--- src/source/serdes_reg_pkg.sv ---
// -------------------------------------
// SerDes CPU register package
// Address map, counts, reset values and
// the access type shared by all banks
// -------------------------------------
package serdes_reg_pkg;

    typedef logic [15:0] word_t;

    // -------------------------------------
    // Sizes
    // -------------------------------------
    localparam word_t reg_base_addr = 16'h0000;
    localparam int    qpll_count    = 3;
    localparam int    qpll_words    = 4;
    localparam int    channel_count = 10;
    localparam int    channel_words = 10;

    typedef word_t [qpll_words-1:0]    qpll_words_t;     // One QPLL common
    typedef word_t [channel_words-1:0] channel_words_t;  // One channel group

    // -------------------------------------
    // Address map
    // -------------------------------------
    localparam word_t      qpll_block_offset = 16'h0400;
    localparam word_t      qpll_stride       = 16'h0010;  // One slot per common
    localparam int         qpll_state_offset = 8;         // State words after config
    localparam logic [7:0] channel_block_hi  = 8'h08;     // Page of channel 0

    // Low byte group bases inside a channel page, word w at base + 2w
    typedef enum logic [7:0]
    {
        CHAN_CFG   = 8'h00,
        CHAN_STATE = 8'h30,
        CHAN_ALARM = 8'h60
    } chan_group_e;

    // -------------------------------------
    // Reset values
    // -------------------------------------
    localparam word_t qpll_reset_word0 = 16'h0110;

    localparam channel_words_t channel_reset_cfg =
    {
        16'h0000, 16'h0000, 16'h0000, 16'h0000, 16'h0000,
        16'h0031, 16'h0550, 16'h9100, 16'h000c, 16'h0000
    };

    // Single-cycle access from the bus port to every bank
    typedef struct packed
    {
        logic  wr;
        logic  rd;
        word_t addr;
        word_t wdat;
    } reg_access_t;

endpackage
--- src/source/qpll_reg_bank.sv ---
`timescale 1ns/10ps
// -------------------------------------
// QPLL register bank
// Config words and state readback for
// every QPLL common
// -------------------------------------
module qpll_reg_bank
(
    input  logic                                                         I_system_clk,
    input  logic                                                         I_system_rst,
    input  serdes_reg_pkg::reg_access_t                                  access,
    input  serdes_reg_pkg::qpll_words_t [serdes_reg_pkg::qpll_count-1:0] qpll_state,
    output serdes_reg_pkg::qpll_words_t [serdes_reg_pkg::qpll_count-1:0] qpll_config,
    output serdes_reg_pkg::word_t                                        rdat
);
    import serdes_reg_pkg::*;

    word_t       rel;       // Offset from the QPLL block base
    word_t       slot_off;  // Byte offset inside one slot
    int unsigned slot;
    int unsigned word_idx;
    logic        is_state;
    logic        hit;

    // -------------------------------------
    // Address decode
    // -------------------------------------
    always_comb
    begin
        rel      = access.addr - reg_base_addr - qpll_block_offset;  // Wraps high below block
        slot     = 32'(rel / qpll_stride);
        slot_off = rel % qpll_stride;
        is_state = slot_off >= qpll_state_offset;
        if (is_state)
            word_idx = 32'(slot_off - 16'(qpll_state_offset)) / 2;
        else
            word_idx = 32'(slot_off) / 2;
        hit = (slot < qpll_count) && (word_idx < qpll_words) && !slot_off[0];
    end

    // Config registers
    always_ff @(posedge I_system_clk or posedge I_system_rst)
    begin
        if (I_system_rst)
        begin
            for (int s = 0; s < qpll_count; s++)
                qpll_config[s] <= qpll_words_t'(qpll_reset_word0);  // Upper words zero
        end
        else if (access.wr && hit && !is_state)
            qpll_config[slot][word_idx] <= access.wdat;
    end

    // Read word, zero when the address is not ours
    always_ff @(posedge I_system_clk)
    begin
        if (access.rd)
        begin
            if (!hit)
                rdat <= '0;
            else if (is_state)
                rdat <= qpll_state[slot][word_idx];
            else
                rdat <= qpll_config[slot][word_idx];
        end
    end

    // Keeps the OR in the bus port clean
    assert property (@(posedge I_system_clk) disable iff (I_system_rst)
        access.rd && (rel >= 16'(qpll_count) * qpll_stride) |=> rdat == '0)
        else $error("QPLL bank returned data outside its block");

endmodule

--- config.mk ---
export PLATFORM = sky130hd
export DESIGN_NAME = qpll_reg_bank
export DESIGN_NICKNAME = d
export VERILOG_FILES = /design/src/source/serdes_reg_pkg.sv /design/src/source/qpll_reg_bank.sv
export SDC_FILE = /design/constraint.sdc
export NUM_CORES = 1
export LEC_CHECK = 0
export ABC_AREA = 1
export BUFFER_PORTS_ARGS = -buffer_cell sky130_fd_sc_hd__buf_2
export CORE_AREA = 5 5 164 166
export CTS_CLUSTER_DIAMETER = 80
export DETAILED_ROUTE_END_ITERATION = 6
export DIE_AREA = 0 0 169 171
export PLACE_DENSITY = 0.77
export SKIP_CTS_REPAIR_TIMING = 1
export SLEW_MARGIN = 20
export SYNTH_ARGS = -nofsm -noshare
export SYNTH_HDL_FRONTEND = slang
export SYNTH_SLANG_ARGS = --single-unit
export TNS_END_PERCENT = 30
--- constraint.sdc ---
create_clock -name I_system_clk -period 10.93 [get_ports I_system_clk]
set_input_delay 1.093 -clock I_system_clk [delete_from_list [all_inputs] [get_ports I_system_clk]]
set_output_delay 1.093 -clock I_system_clk [all_outputs]
set_load 0.005 [all_outputs]
==> run summary <==
### Place
* 435 — IO buf count
* 2367 — DP Cell Count
* 1.03 — final RePlAce weighted congestion
* 39.8 mm — HPWL reported at the end of detailed placement

### Global routing
* 80.0 mm — first-pass GRT wire length
* 118 — pin count of the biggest net entering global routing
* 13200 — via count of the first global-routing pass
* 0 — gr ovfl total
* 35.9% — Tot GR Track Use
* 4 — initial antenna violation count

### Die
* 436 — num ports
* 0.0255 mm² — area of the core region
* 0.0289 mm² — overall die area
* 171 µm — Die Ht
* 169 µm — floorplan die width
* 59 — number of placement rows
* 46.7% — initial core utilization

### Timing
* 0.0178 ns — clock skew after layout
* 0 ns — setup TNS after final layout
* 0 — number of setup violations in the final report
* 25.9% — max-slew headroom at the worst pin
* false — setup repair after global routing missed its margin
* 211 MHz — max frequency
* 4.74 ns — min Tclk post-route
* 0 — pins over their slew limit
* 0 — number of hold-slack violations in the final timing report
* 0.501 ns — hold slack final
* 43.4% — Final Cycle Share
* 1.11 ns — Tightest Pin Transition

### Logic synthesis
* 25 — post-synthesis cell type count
* 208 — number of storage elements in the synthesis netlist
* 6.92 µm² — mean instance size in the synthesized netlist
* 92.3% — share of async-settable or async-resettable flops after synthesis
* sky130_fd_sc_hd__nand2_1 — cell with the most instances after synthesis
* 0 — Syn. warnings
* 0.0119 mm² — Syn Std Cell Area
* 1948 — Net Count, Synth
* 39.1% — proportion of netlist area held by the largest area contributor
* sky130_fd_sc_hd__dfrtp_1 — Most used DFF post-synth
* 1720 — Syn Inst Count
* 44.5% — sequential share of the synthesized area
* sky130_fd_sc_hd__nand2_1, sky130_fd_sc_hd__nand3_1, sky130_fd_sc_hd__dfrtp_1, sky130_fd_sc_hd__o21ai_0, sky130_fd_sc_hd__clkbuf_1 — Commonest cells post-synth
* sky130_fd_sc_hd__dfrtp_1, sky130_fd_sc_hd__nand2_1, sky130_fd_sc_hd__nand3_1 — dominant cells by area after synthesis
* sky130_fd_sc_hd__dfrtp_1 — library cell occupying the most area in the post-synthesis netlist
* 16 — number of flops mapped to enable cells by yosys

### Route
* 6 — Initial DRT Pass Iterations
* 5.83 — ratio of routed vias to standard cells
* 22.6 µm — Avg WL per Cell
* 14000 — detailed-route via count
* 0 — remaining antenna violation count
* 1907 — number of violations reported at the end of detailed-routing iteration 0
* 54.5 mm — final WL
* 0 — total DRC errors in the routed layout

### Worst hold path
* flip-flop to flip-flop — kind of path behind the tightest hold check

### Clock tree
* 0.52 ns — clock latency of the later-clocked register in the worst-skew pair
* 0.06 ns — clk slew on worst S/H paths
* 22 — CTS buffer count
* built — TritonCTS clock tree
* 1 — depth of the CTS H-tree
* 3 — clock tree buffer depth
* sky130_fd_sc_hd__clkbuf_16 — Clock Tree Root
* 208 — clock sink count

### Job
* 0 — number of max-cap violations

### Pwr
* 0.105 mV — largest vdd supply drop
* 0.00176 W — overall power after layout
* 119 mW/mm² — power density over cell area
* 8.63 nW — P_leak

### Worst setup path
* 5.18 ns — endpoint arrival time on the critical path
* buffers and inverters — family with the most delay on the worst path
* sky130_fd_sc_hd__buf_2 — cell with the largest stage delay on the worst path
* input port — launching element type of the critical path
* 0.77 ns — largest stage delay on the critical path
* buf_2, inv_2, nor2_4, buf_4, nand3_1, nor2_4, nand2_1, nand2_1 — worst-path cell chain
* 11.37 ns — worst path required time
* 71 — highest net fanout along the worst path
* flip-flop — sort of element at the end of the critical path
* 3 — number of buffer and inverter stages on the critical path
* input port to flip-flop — classification of the worst setup path

### Finish
* 58.0% — final cell utilization of the core
* 24.8% — fraction of layout instances using a drive strength above 1
* 2484 — Layout fillers
* 24.1% — Syn-to-layout area delta
* 2285 — Final Net Count
* 2409 — Cell Count, Final, Fillers Out

### Run status
* finished clean — result of the run

## worst register-to-register path: cells and delay by family (launching register included)
kind	cells	cell delay (ns)
and+or+nand+nor	6	0.88
DFF	1	0.44
## per-layer routing
| layer | wire (µm) | GRT usage (%) |
|---|---|---|
| met1 | 19600 | 45.1 |
| met2 | 25900 | 59.3 |
| met3 | 5850 | 7.35 |
| met4 | 3090 | 18.0 |
| met5 | 13 | 0 |
## area by class of cell
| cell class | count | area (µm²) | share of cell area (%) |
|---|---|---|---|
| well taps | 335 | 419 | 2.84 |
| multi-input cells | 1371 | 5970 | 40.5 |
| clock buffers | 30 | 622 | 4.21 |
| inverters | 8 | 37.5 | 0.254 |
| clock inverters | 9 | 138 | 0.932 |
| repair buffers | 446 | 2280 | 15.4 |
| flip-flops and latches | 208 | 5290 | 35.8 |
| diodes | 2 | 5.00 | 0.0339 |
## power by group
part	internal (W)	leakage (nW)	total (W)	switching, W
Combinational	0.0000552	5.45	0.000186	0.000130
Sequential	0.000781	2.81	0.000783	0.00000134
Clock	0.000472	0.366	0.000788	0.000317
## cell families (layout without fill, tap and decap cells)
group                  count (synthesis)  count (layout)  share of synthesized area, %
buffers and inverters                141             493                          5.50
and+or+nand+nor                     1162            1162                          40.9
AOI/OAI and AO/OA                    209             209                          9.13
DFF                                  208             208                          44.5
other                                  0               2                             0
## per-stage QoR
| step | setup WS [ns] | area [µm²] |
|---|---|---|
| 6_report | 6.19 | 14800 |
| 5_1_grt | 5.94 | 14800 |
| 4_1_cts | 6.33 | 14700 |
| 3_5_place_dp | 5.81 | 14000 |
| 3_3_place_gp | 5.91 | 14000 |
| 2_1_floorplan | 4.62 | 11900 |
## registers in the layout (all words and copies together), names as in the netlist
register	flops
qpll_config	192
rdat	16
## layout by cell type (no fill, tap or decap)
master	count
sky130_fd_sc_hd__a21oi_1	1
sky130_fd_sc_hd__buf_16	1
sky130_fd_sc_hd__buf_2	435
sky130_fd_sc_hd__buf_4	10
sky130_fd_sc_hd__bufinv_16	3
sky130_fd_sc_hd__clkbuf_1	5
sky130_fd_sc_hd__clkbuf_16	23
sky130_fd_sc_hd__clkbuf_8	2
sky130_fd_sc_hd__clkinv_1	1
sky130_fd_sc_hd__clkinv_2	2
sky130_fd_sc_hd__clkinv_8	1
sky130_fd_sc_hd__clkinvlp_4	2
sky130_fd_sc_hd__dfrtp_1	186
sky130_fd_sc_hd__dfstp_2	6
sky130_fd_sc_hd__diode_2	2
sky130_fd_sc_hd__edfxtp_1	16
sky130_fd_sc_hd__inv_1	3
sky130_fd_sc_hd__inv_2	3
sky130_fd_sc_hd__inv_4	1
sky130_fd_sc_hd__inv_8	1
sky130_fd_sc_hd__nand2_1	836
sky130_fd_sc_hd__nand3_1	266
sky130_fd_sc_hd__nand3_2	3
sky130_fd_sc_hd__nand3b_4	1
sky130_fd_sc_hd__nor2_1	37
sky130_fd_sc_hd__nor2_2	4
sky130_fd_sc_hd__nor2_4	11
sky130_fd_sc_hd__nor2_8	4
sky130_fd_sc_hd__o21ai_0	182
sky130_fd_sc_hd__o21ai_1	10
sky130_fd_sc_hd__o21bai_1	16
## path summary, 6_finish.rpt
kind	startpoint	to	slack (ns)	cells after the start
setup / recovery	access[20]	qpll_config[114]	6.19	8
hold / removal	qpll_config[8]	qpll_config[8]	0.50	2
setup reg to reg	qpll_config[152]	rdat[8]	9.36	6
hold reg to reg	qpll_config[8]	qpll_config[8]	0.50	2
max in group asynchronous	I_system_rst	qpll_config[14]	8.62	3
min in group asynchronous	I_system_rst	qpll_config[164]	0.72	2
(Power assumes the default switching activity.)
