[config.mk]
export PLATFORM = sky130hd
export DESIGN_NAME = cpu_bus_port
export DESIGN_NICKNAME = d
export VERILOG_FILES = /design/src/source/serdes_reg_pkg.sv /design/src/source/cpu_bus_port.sv
export SDC_FILE = /design/constraint.sdc
export NUM_CORES = 1
export LEC_CHECK = 0
export BUFFER_PORTS_ARGS = -buffer_cell sky130_fd_sc_hd__buf_2
export CORE_AREA = 2 2 102 104
export DETAILED_ROUTE_END_ITERATION = 8
export DIE_AREA = 0 0 104 106
export PLACE_DENSITY_LB_ADDON = 0.05
export SYNTH_ARGS = -nofsm -noshare
export SYNTH_HDL_FRONTEND = slang
export SYNTH_SLANG_ARGS = --single-unit
[constraint.sdc]
create_clock -name I_system_clk -period 4.31 [get_ports I_system_clk]
set_input_delay 0.431 -clock I_system_clk [delete_from_list [all_inputs] [get_ports I_system_clk]]
set_output_delay 0.431 -clock I_system_clk [all_outputs]
set_load 0.1 [all_outputs]
[src/source/serdes_reg_pkg.sv]
// -------------------------------------
// SerDes CPU register package
// Address map, counts, reset values and
// the access type shared by all banks
// -------------------------------------
package serdes_reg_pkg;

    typedef logic [15:0] word_t;

    // -------------------------------------
    // Sizes
    // -------------------------------------
    localparam word_t reg_base_addr = 16'h0000;
    localparam int    qpll_count    = 3;
    localparam int    qpll_words    = 4;
    localparam int    channel_count = 10;
    localparam int    channel_words = 10;

    typedef word_t [qpll_words-1:0]    qpll_words_t;     // One QPLL common
    typedef word_t [channel_words-1:0] channel_words_t;  // One channel group

    // -------------------------------------
    // Address map
    // -------------------------------------
    localparam word_t      qpll_block_offset = 16'h0400;
    localparam word_t      qpll_stride       = 16'h0010;  // One slot per common
    localparam int         qpll_state_offset = 8;         // State words after config
    localparam logic [7:0] channel_block_hi  = 8'h08;     // Page of channel 0

    // Low byte group bases inside a channel page, word w at base + 2w
    typedef enum logic [7:0]
    {
        CHAN_CFG   = 8'h00,
        CHAN_STATE = 8'h30,
        CHAN_ALARM = 8'h60
    } chan_group_e;

    // -------------------------------------
    // Reset values
    // -------------------------------------
    localparam word_t qpll_reset_word0 = 16'h0110;

    localparam channel_words_t channel_reset_cfg =
    {
        16'h0000, 16'h0000, 16'h0000, 16'h0000, 16'h0000,
        16'h0031, 16'h0550, 16'h9100, 16'h000c, 16'h0000
    };

    // Single-cycle access from the bus port to every bank
    typedef struct packed
    {
        logic  wr;
        logic  rd;
        word_t addr;
        word_t wdat;
    } reg_access_t;

endpackage
[src/source/cpu_bus_port.sv]
`timescale 1ns/10ps
// -------------------------------------
// CPU bus port
// Syncs host enables, issues one-cycle
// accesses, registers the read data
// -------------------------------------
module cpu_bus_port
(
    input  logic                                                      I_system_clk,
    input  logic                                                      I_system_rst,
    input  logic                                                      cpu_wren,
    input  logic                                                      cpu_rden,
    input  serdes_reg_pkg::word_t                                     cpu_addr,
    input  serdes_reg_pkg::word_t                                     cpu_wdat,
    input  serdes_reg_pkg::word_t                                     qpll_rdat,
    input  serdes_reg_pkg::word_t [serdes_reg_pkg::channel_count-1:0] channel_rdat,
    output serdes_reg_pkg::reg_access_t                               access,
    output serdes_reg_pkg::word_t                                     cpu_rdat
);
    import serdes_reg_pkg::*;

    logic [2:0] wren_sync;  // Oldest sample in bit 2
    logic [2:0] rden_sync;
    logic       wr_edge;
    logic       rd_edge;
    logic       acc_wr;
    logic       acc_rd;
    word_t      acc_addr;
    word_t      acc_wdat;
    logic       rd_dly;     // Bank read words valid
    word_t      rdat_any;

    assign wr_edge = wren_sync[1] & ~wren_sync[2];
    assign rd_edge = rden_sync[1] & ~rden_sync[2];

    assign access = '{wr: acc_wr, rd: acc_rd, addr: acc_addr, wdat: acc_wdat};

    // -------------------------------------
    // Synchronizers and strobes
    // -------------------------------------
    always_ff @(posedge I_system_clk or posedge I_system_rst)
    begin
        if (I_system_rst)
        begin
            wren_sync <= '0;
            rden_sync <= '0;
            acc_wr    <= 1'b0;
            acc_rd    <= 1'b0;
            rd_dly    <= 1'b0;
        end
        else
        begin
            wren_sync <= {wren_sync[1:0], cpu_wren};
            rden_sync <= {rden_sync[1:0], cpu_rden};
            acc_wr    <= wr_edge;   // One pulse per rising level
            acc_rd    <= rd_edge;
            rd_dly    <= acc_rd;
        end
    end

    // Host holds address and data stable well past the edge
    always_ff @(posedge I_system_clk)
    begin
        if (wr_edge || rd_edge)
        begin
            acc_addr <= cpu_addr;
            acc_wdat <= cpu_wdat;
        end
    end

    // -------------------------------------
    // Read return
    // -------------------------------------
    always_comb
    begin
        rdat_any = qpll_rdat;   // Non-addressed banks return zero
        for (int c = 0; c < channel_count; c++)
            rdat_any = rdat_any | channel_rdat[c];
    end

    always_ff @(posedge I_system_clk or posedge I_system_rst)
    begin
        if (I_system_rst)
            cpu_rdat <= '0;
        else if (rd_dly)
            cpu_rdat <= rdat_any;
    end

    // Host must not raise both enables together
    assert property (@(posedge I_system_clk) disable iff (I_system_rst)
        !(acc_wr && acc_rd))
        else $error("Write and read strobes in the same cycle");

endmodule

==> summary.txt, run 1 <==
Timing
  • Hold WS: 208 ps
  • Part of the cycle the worst path needs: 36.2%
  • Final Setup Violations: 0
  • Final hold violation count: 0
  • RSZ-0062 raised after global routing: no
  • Rel. slew slack: 33.6%
  • Post-route setup TNS: 0 ps
  • Max-slew violation count: 0
  • Worst-Margin Slew: 996 ps
  • Fin crit period: 1560 ps
  • Worst Skew: 8.35 ps
  • Fmax: 641 MHz

Yosys
  • Ys flop type: edfxtp_1
  • Yosys reg bits: 57
  • Synth Instances: 146
  • Mapped Area: 2150 um^2
  • FFs w/ async S/R, synth: 43.9%
  • Dominant cells by area after synthesis: edfxtp_1 45%, dfrtp_1 29%, nor4_1 9.3%, o21a_1 5.6%, nand4_1 4.6%
  • Synth top area share: 44.6%
  • Commonest cells post-synth: 32 x edfxtp_1, 32 x nor4_1, 25 x dfrtp_1
  • Cell taking the most area after synthesis: edfxtp_1
  • Seq/Total Area, Yosys: 73.6%
  • Unique cell type count in the Yosys netlist: 11
  • Syn Area/Cell: 14.8 um^2
  • Synth Warn #: 0
  • Number of synthesized flops with an enable pin: 32
  • Post-synth net total: 358

Clock tree
  • Post-CTS setup buffers: 0
  • CTS Root Cell: clkbuf_8
  • Total CTS buffers: 9
  • Clock Latency Late Sink: 330 ps
  • Clock buffer depth: 2
  • CTS hold repair buffers: 0
  • CTS clk-pin slew, worst paths: 70 ps
  • Clk sinks: 57
  • Post_cts resized: 0
  • CTS H-tree lvls: 3
  • CTS tree: done

Critical path
  • CP max stage cell: buf_2
  • Critical path class: reg2out
  • Slowest stage delay, CP: 440 ps
  • Worst path arrival time: 1130 ps
  • Worst-path fanout max: 2
  • Setup crit start: cpu_rdat[9]
  • CP delay by family, top: buffers and inverters
  • Flop-to-flop setup slack: 2850 ps
  • Critical Path RT: 3880 ps
  • CP Capture Type: primary output
  • Buf+Inv Stages, Crit Path: 1
  • CP Launch Type: flip-flop
  • Crit path cell chain: buf_2
  • Reg2reg start: rd_dly

Global route
  • Gr usage total: 13.5%
  • Pin count of the biggest net entering global routing: 33
  • Grt total ovfl: 0
  • First-pass GRT wire length: 11,400 um
  • Initial antenna violation count: 0
  • Vias in the first global route: 2,427

Routing
  • Starting DRT DRC Count: 50
  • DRT Wirelength: 7420 um
  • Vias: 2,346
  • Vias per cell: 4.23
  • DR DRC count: 0
  • ANT nets after route: 0
  • Drt pass-1 iters: 4
  • Average routed wire per standard cell: 13.4 um

Power and ir drop
  • Power share of the clock group: 37.2%
  • Switching Share: 28.8%
  • Leak: 1.75 nW
  • Sequential power share: 42.9%
  • Comb pwr share: 19.9%
  • Peak VDD IR: 150 uV
  • Int Pwr: 1.02 mW
  • Net Sw Power: 413 uW
  • Pwr dens: 377 nW/um^2

Job
  • Max cap viols: 0

Place
  • GP Congestion: 0.780
  • IO Port Bufs: 261
  • DP HPWL: 6100 um

Floorplan
  • Top Ports: 262
  • FP Rows: 37
  • Die Height: 106 um
  • Die Area: 11,000 um^2
  • Initial Util: 21.5%
  • Die Width: 104 um
  • Core area: 10000 um^2

Layout
  • Layout area overhead: 76.9%
  • Antenna diodes: 0
  • Nets: 626
  • Layout cells sized above 1: 66.1%

Worst hold path
  • Hold crit path type: in2reg
  • Hold_sp: cpu_rden

Run status
  • Status: completed
## flip-flops by register name, summed over array words and instances (netlist names)
register / flops
rden_sync: 3
wren_sync: 3
acc_wdat: 16
cpu_rdat: 16
rd_dly: 1
acc_addr: 16
acc_rd: 1
acc_wr: 1
## layout make-up
class / count / area, um^2
fill: 1060 / 6190
sequential: 57 / 1590
timing repair buffer: 262 / 1310
multi-input combinational: 83 / 519
clock buffer: 14 / 183
tap: 136 / 170
clock inverter: 2 / 35.0
inverter: 1 / 3.75
## power groups by stage
stage / registers (mW) / logic [mW] / clock network [mW]
3_5_place_dp: 0.627 / 0.289 / 0
5_1_grt: 0.618 / 0.302 / 0.580
2_1_floorplan: 0.765 / 0.0335 / 0
6_report: 0.615 / 0.286 / 0.534
4_1_cts: 0.616 / 0.289 / 0.561
3_3_place_gp: 0.626 / 0.288 / 0
## worst reg2reg max path: cells and delay by family (launching register included)
| family | cells | cell delay, ps |
|---|---|---|
| DFF | 1 | 990 |
| AOI/OAI and AO/OA | 1 | 170 |
| and+or+nand+nor | 1 | 200 |
## routing by layer
metal / part of all wire [%] / vias up / GRT usage [%]
met5: 0 / - / 0
met3: 9.4 / 12 / 5.52
met4: 1.7 / 0 / 4.73
met1: 35 / 1045 / 12.9
li1: - / 1138 / -
met2: 54 / 151 / 25.8
## path summary, 6_finish.rpt
path / cells after the start / to
setup / recovery: 1 / cpu_rdat[9]
hold / removal: 1 / rden_sync[0]
setup reg to reg: 2 / cpu_rdat[15]
hold reg to reg: 0 / rden_sync[1]
max in group asynchronous: 2 / cpu_rdat[11]
min in group asynchronous: 2 / cpu_rdat[15]
## through the flow
stage / instances / utilization (%) / total power, mW / setup slack, ps / area [um^2]
final: 555 / 38.1 / 1.44 / 2750 / 3810
after global routing: 555 / 38.1 / 1.50 / 2610 / 3810
after CTS: 555 / 38.1 / 1.47 / 2710 / 3810
after detailed placement: 539 / 35.9 / 0.915 / 2770 / 3590
after global placement: 539 / 35.9 / 0.914 / 2870 / 3590
after floorplan: 146 / - / 0.798 / 2700 / 2150
## placed cells by master (no fill, tap or decap)
cell type and count:
clkbuf_8 13, dfrtp_1 25, inv_1 1, bufinv_16 1, clkinv_2 1, clkbuf_1 1, nand4_1 16, nor4_1 32
o21a_1 16, nor2b_1 2, buf_2 261, nor3_1 16, or2_1 1, edfxtp_1 32, buf_4 1
## cell families after synthesis
| family | synth area share, % |
|---|---|
| flip-flops | 73.6 |
| AO/OA/AOI/OAI | 5.58 |
| AND/OR/NAND/NOR | 18.5 |
| buffers and inverters | 2.26 |
Note: power is estimated with default switching activity, not from simulation.
==> inputs of run 2 (changes only) <==
- CORE_AREA: 2 2 102 104 -> 2 2 101 103
- DIE_AREA: 0 0 104 106 -> 0 0 103 105
- clock period: 4.31 -> 1.3 ns (I/O delays scaled with it)
==> run 2 against run 1 <==
  * Total power grew to 3.4 times the previous value
  * Critical path depth stayed put
  * Routed wire length is 12% higher
  * Global-route usage is 1.3 points higher
  * Non-clock buffer count is 36 higher
  * Combinational power grew to 3.7 times the previous value
  * Sequential power grew to 3.3 times the previous value
  * Clock power grew to 3.2 times the previous value
  * Largest cell class is now buffers
  * Setup slack worse by 2700 ps
==> summary.txt, run 2 (synthesis gave the netlist of run 1 again) <==
Run status
  • Status: completed

Routing
  • Average routed wire per standard cell: 14.1 um
  • Drt pass-1 iters: 4
  • Vias: 2,496
  • Starting DRT DRC Count: 76
  • DR DRC count: 0
  • ANT nets after route: 0
  • Vias per cell: 4.23
  • DRT Wirelength: 8320 um

Critical path
  • Buf+Inv Stages, Crit Path: 1
  • CP Launch Type: flip-flop
  • Worst-path fanout max: 2
  • Critical Path RT: 1170 ps
  • Worst path arrival time: 1120 ps
  • CP max stage cell: buf_2
  • CP delay by family, top: buffers and inverters
  • Critical path class: reg2out
  • Slowest stage delay, CP: 440 ps
  • Crit path cell chain: buf_2
  • CP Capture Type: primary output

Job
  • Max cap viols: 0

Timing
  • Worst Skew: 4.42 ps
  • Worst-Margin Slew: 510 ps
  • Max-slew violation count: 0
  • Fin crit period: 1250 ps
  • Rel. slew slack: 66.3%
  • Fmax: 799 MHz
  • Final hold violation count: 0
  • Post-route setup TNS: 0 ps
  • Post-route setup slack: 48.8 ps
  • Part of the cycle the worst path needs: 96.2%
  • Final Setup Violations: 0

Power and ir drop
  • Overall power: 4.81 mW
  • Leak: 1.90 nW
  • Pwr dens: 1150 nW/um^2
  • Peak VDD IR: 574 uV

Layout
  • Nets: 664
  • Non-filler instance count after layout: 590
  • Commonest non-fill, non-tap cell in the layout: buf_2
  • Layout area overhead: 94.3%
  • Layout cells sized above 1: 61.1%
  • Top Registers: acc_addr x16, acc_wdat x16, cpu_rdat x16
  • Most frequent cells in the layout: 261 x buf_2, 35 x dlygate4sd3_1, 32 x nor4_1, 32 x edfxtp_1, 25 x dfrtp_1
  • Antenna diodes: 0

Clock tree
  • Clock buffer depth: 2
  • Total CTS buffers: 9
  • CTS clk-pin slew, worst paths: 60 ps
  • Clk sinks: 57
  • CTS H-tree lvls: 3
  • Clock Latency Late Sink: 320 ps
  • CTS tree: done
  • CTS Root Cell: clkbuf_8
  • Post-CTS setup buffers: 0

Floorplan
  • Core area: 9640 um^2
  • Die Area: 10,800 um^2
  • Die Height: 105 um
  • Top Ports: 262
  • Die Width: 103 um
  • FP Rows: 36
  • Initial Util: 22.4%

Place
  • Placed insts: 537
  • DP HPWL: 6330 um
  • Setup WS pre-CTS: -9.38 ps
  • GP Congestion: 0.767
  • IO Port Bufs: 261

Global route
  • First-pass GRT wire length: 12,200 um
  • Grt total ovfl: 0
  • Pin count of the biggest net entering global routing: 33
  • Gr usage total: 14.7%
  • Initial antenna violation count: 0
  • Vias in the first global route: 2,537

Worst hold path
  • Hold crit path type: in2reg
run 2: changes by cell type in the layout (fill, tap and decap cells not counted), sizes merged:
cell | before | now
or2 | 1 | 3
clkinv | 1 | 2
dlygate4sd3 | 0 | 35
bufinv | 1 | 2
clkbuf | 14 | 12
buf | 262 | 263
run 2: final timing paths:
path	slack (ps)	start	cells after the start	endpoint
min in group asynchronous	400	I_system_rst	4	cpu_rdat[14]
min	130	channel_rdat[130]	4	cpu_rdat[2]
max in group asynchronous	640	I_system_rst	4	rden_sync[1]
min reg2reg	340	wren_sync[0]	0	wren_sync[1]
max	50	cpu_rdat[15]	1	cpu_rdat[15]
max reg2reg	70	wren_sync[1]	2	acc_wdat[1]
run 2: what timing repair did:
item / CTS / global route
endpoints found under the hold margin: 59 / 0
cloned: 1 / 1
setup endpoints to repair: 32 / 32
resized for setup: 1 / 2
pin swaps: 1 / 1
hold buffers: 35 / 0
run 2: routing by layer:
layer | vias up | share of wire, % | global-route usage, %
li1 | 1215 | - | -
met1 | 1134 | 38 | 15.8
met2 | 138 | 52 | 27.2
met3 | 9 | 8.7 | 4.75
met4 | 0 | 1.3 | 3.76
met5 | - | 0 | 0
run 2: stage by stage:
step	area, um^2	hold WS (ps)	utilization [%]
after floorplan	2160	157	-
after detailed placement	3610	210	37.5
after CTS	4170	112	43.3
after global routing	4190	133	43.4
after global placement	3610	208	37.5
final	4190	130	43.4
run 2: where the power goes:
part	internal, mW	leakage (nW)	total, mW	switching, mW
combinational	0.368	1.24	1.06	0.695
clock	1.07	0.0997	1.72	0.650
sequential	2.01	0.559	2.03	0.0215
run 2: layout make-up:
class / count / area (um^2)
sequential: 57 / 1590
fill: 986 / 5450
timing repair buffer: 298 / 1680
tap: 133 / 166
clock inverter: 4 / 67.6
inverter: 1 / 3.75
clock buffer: 12 / 135
multi-input combinational: 85 / 542
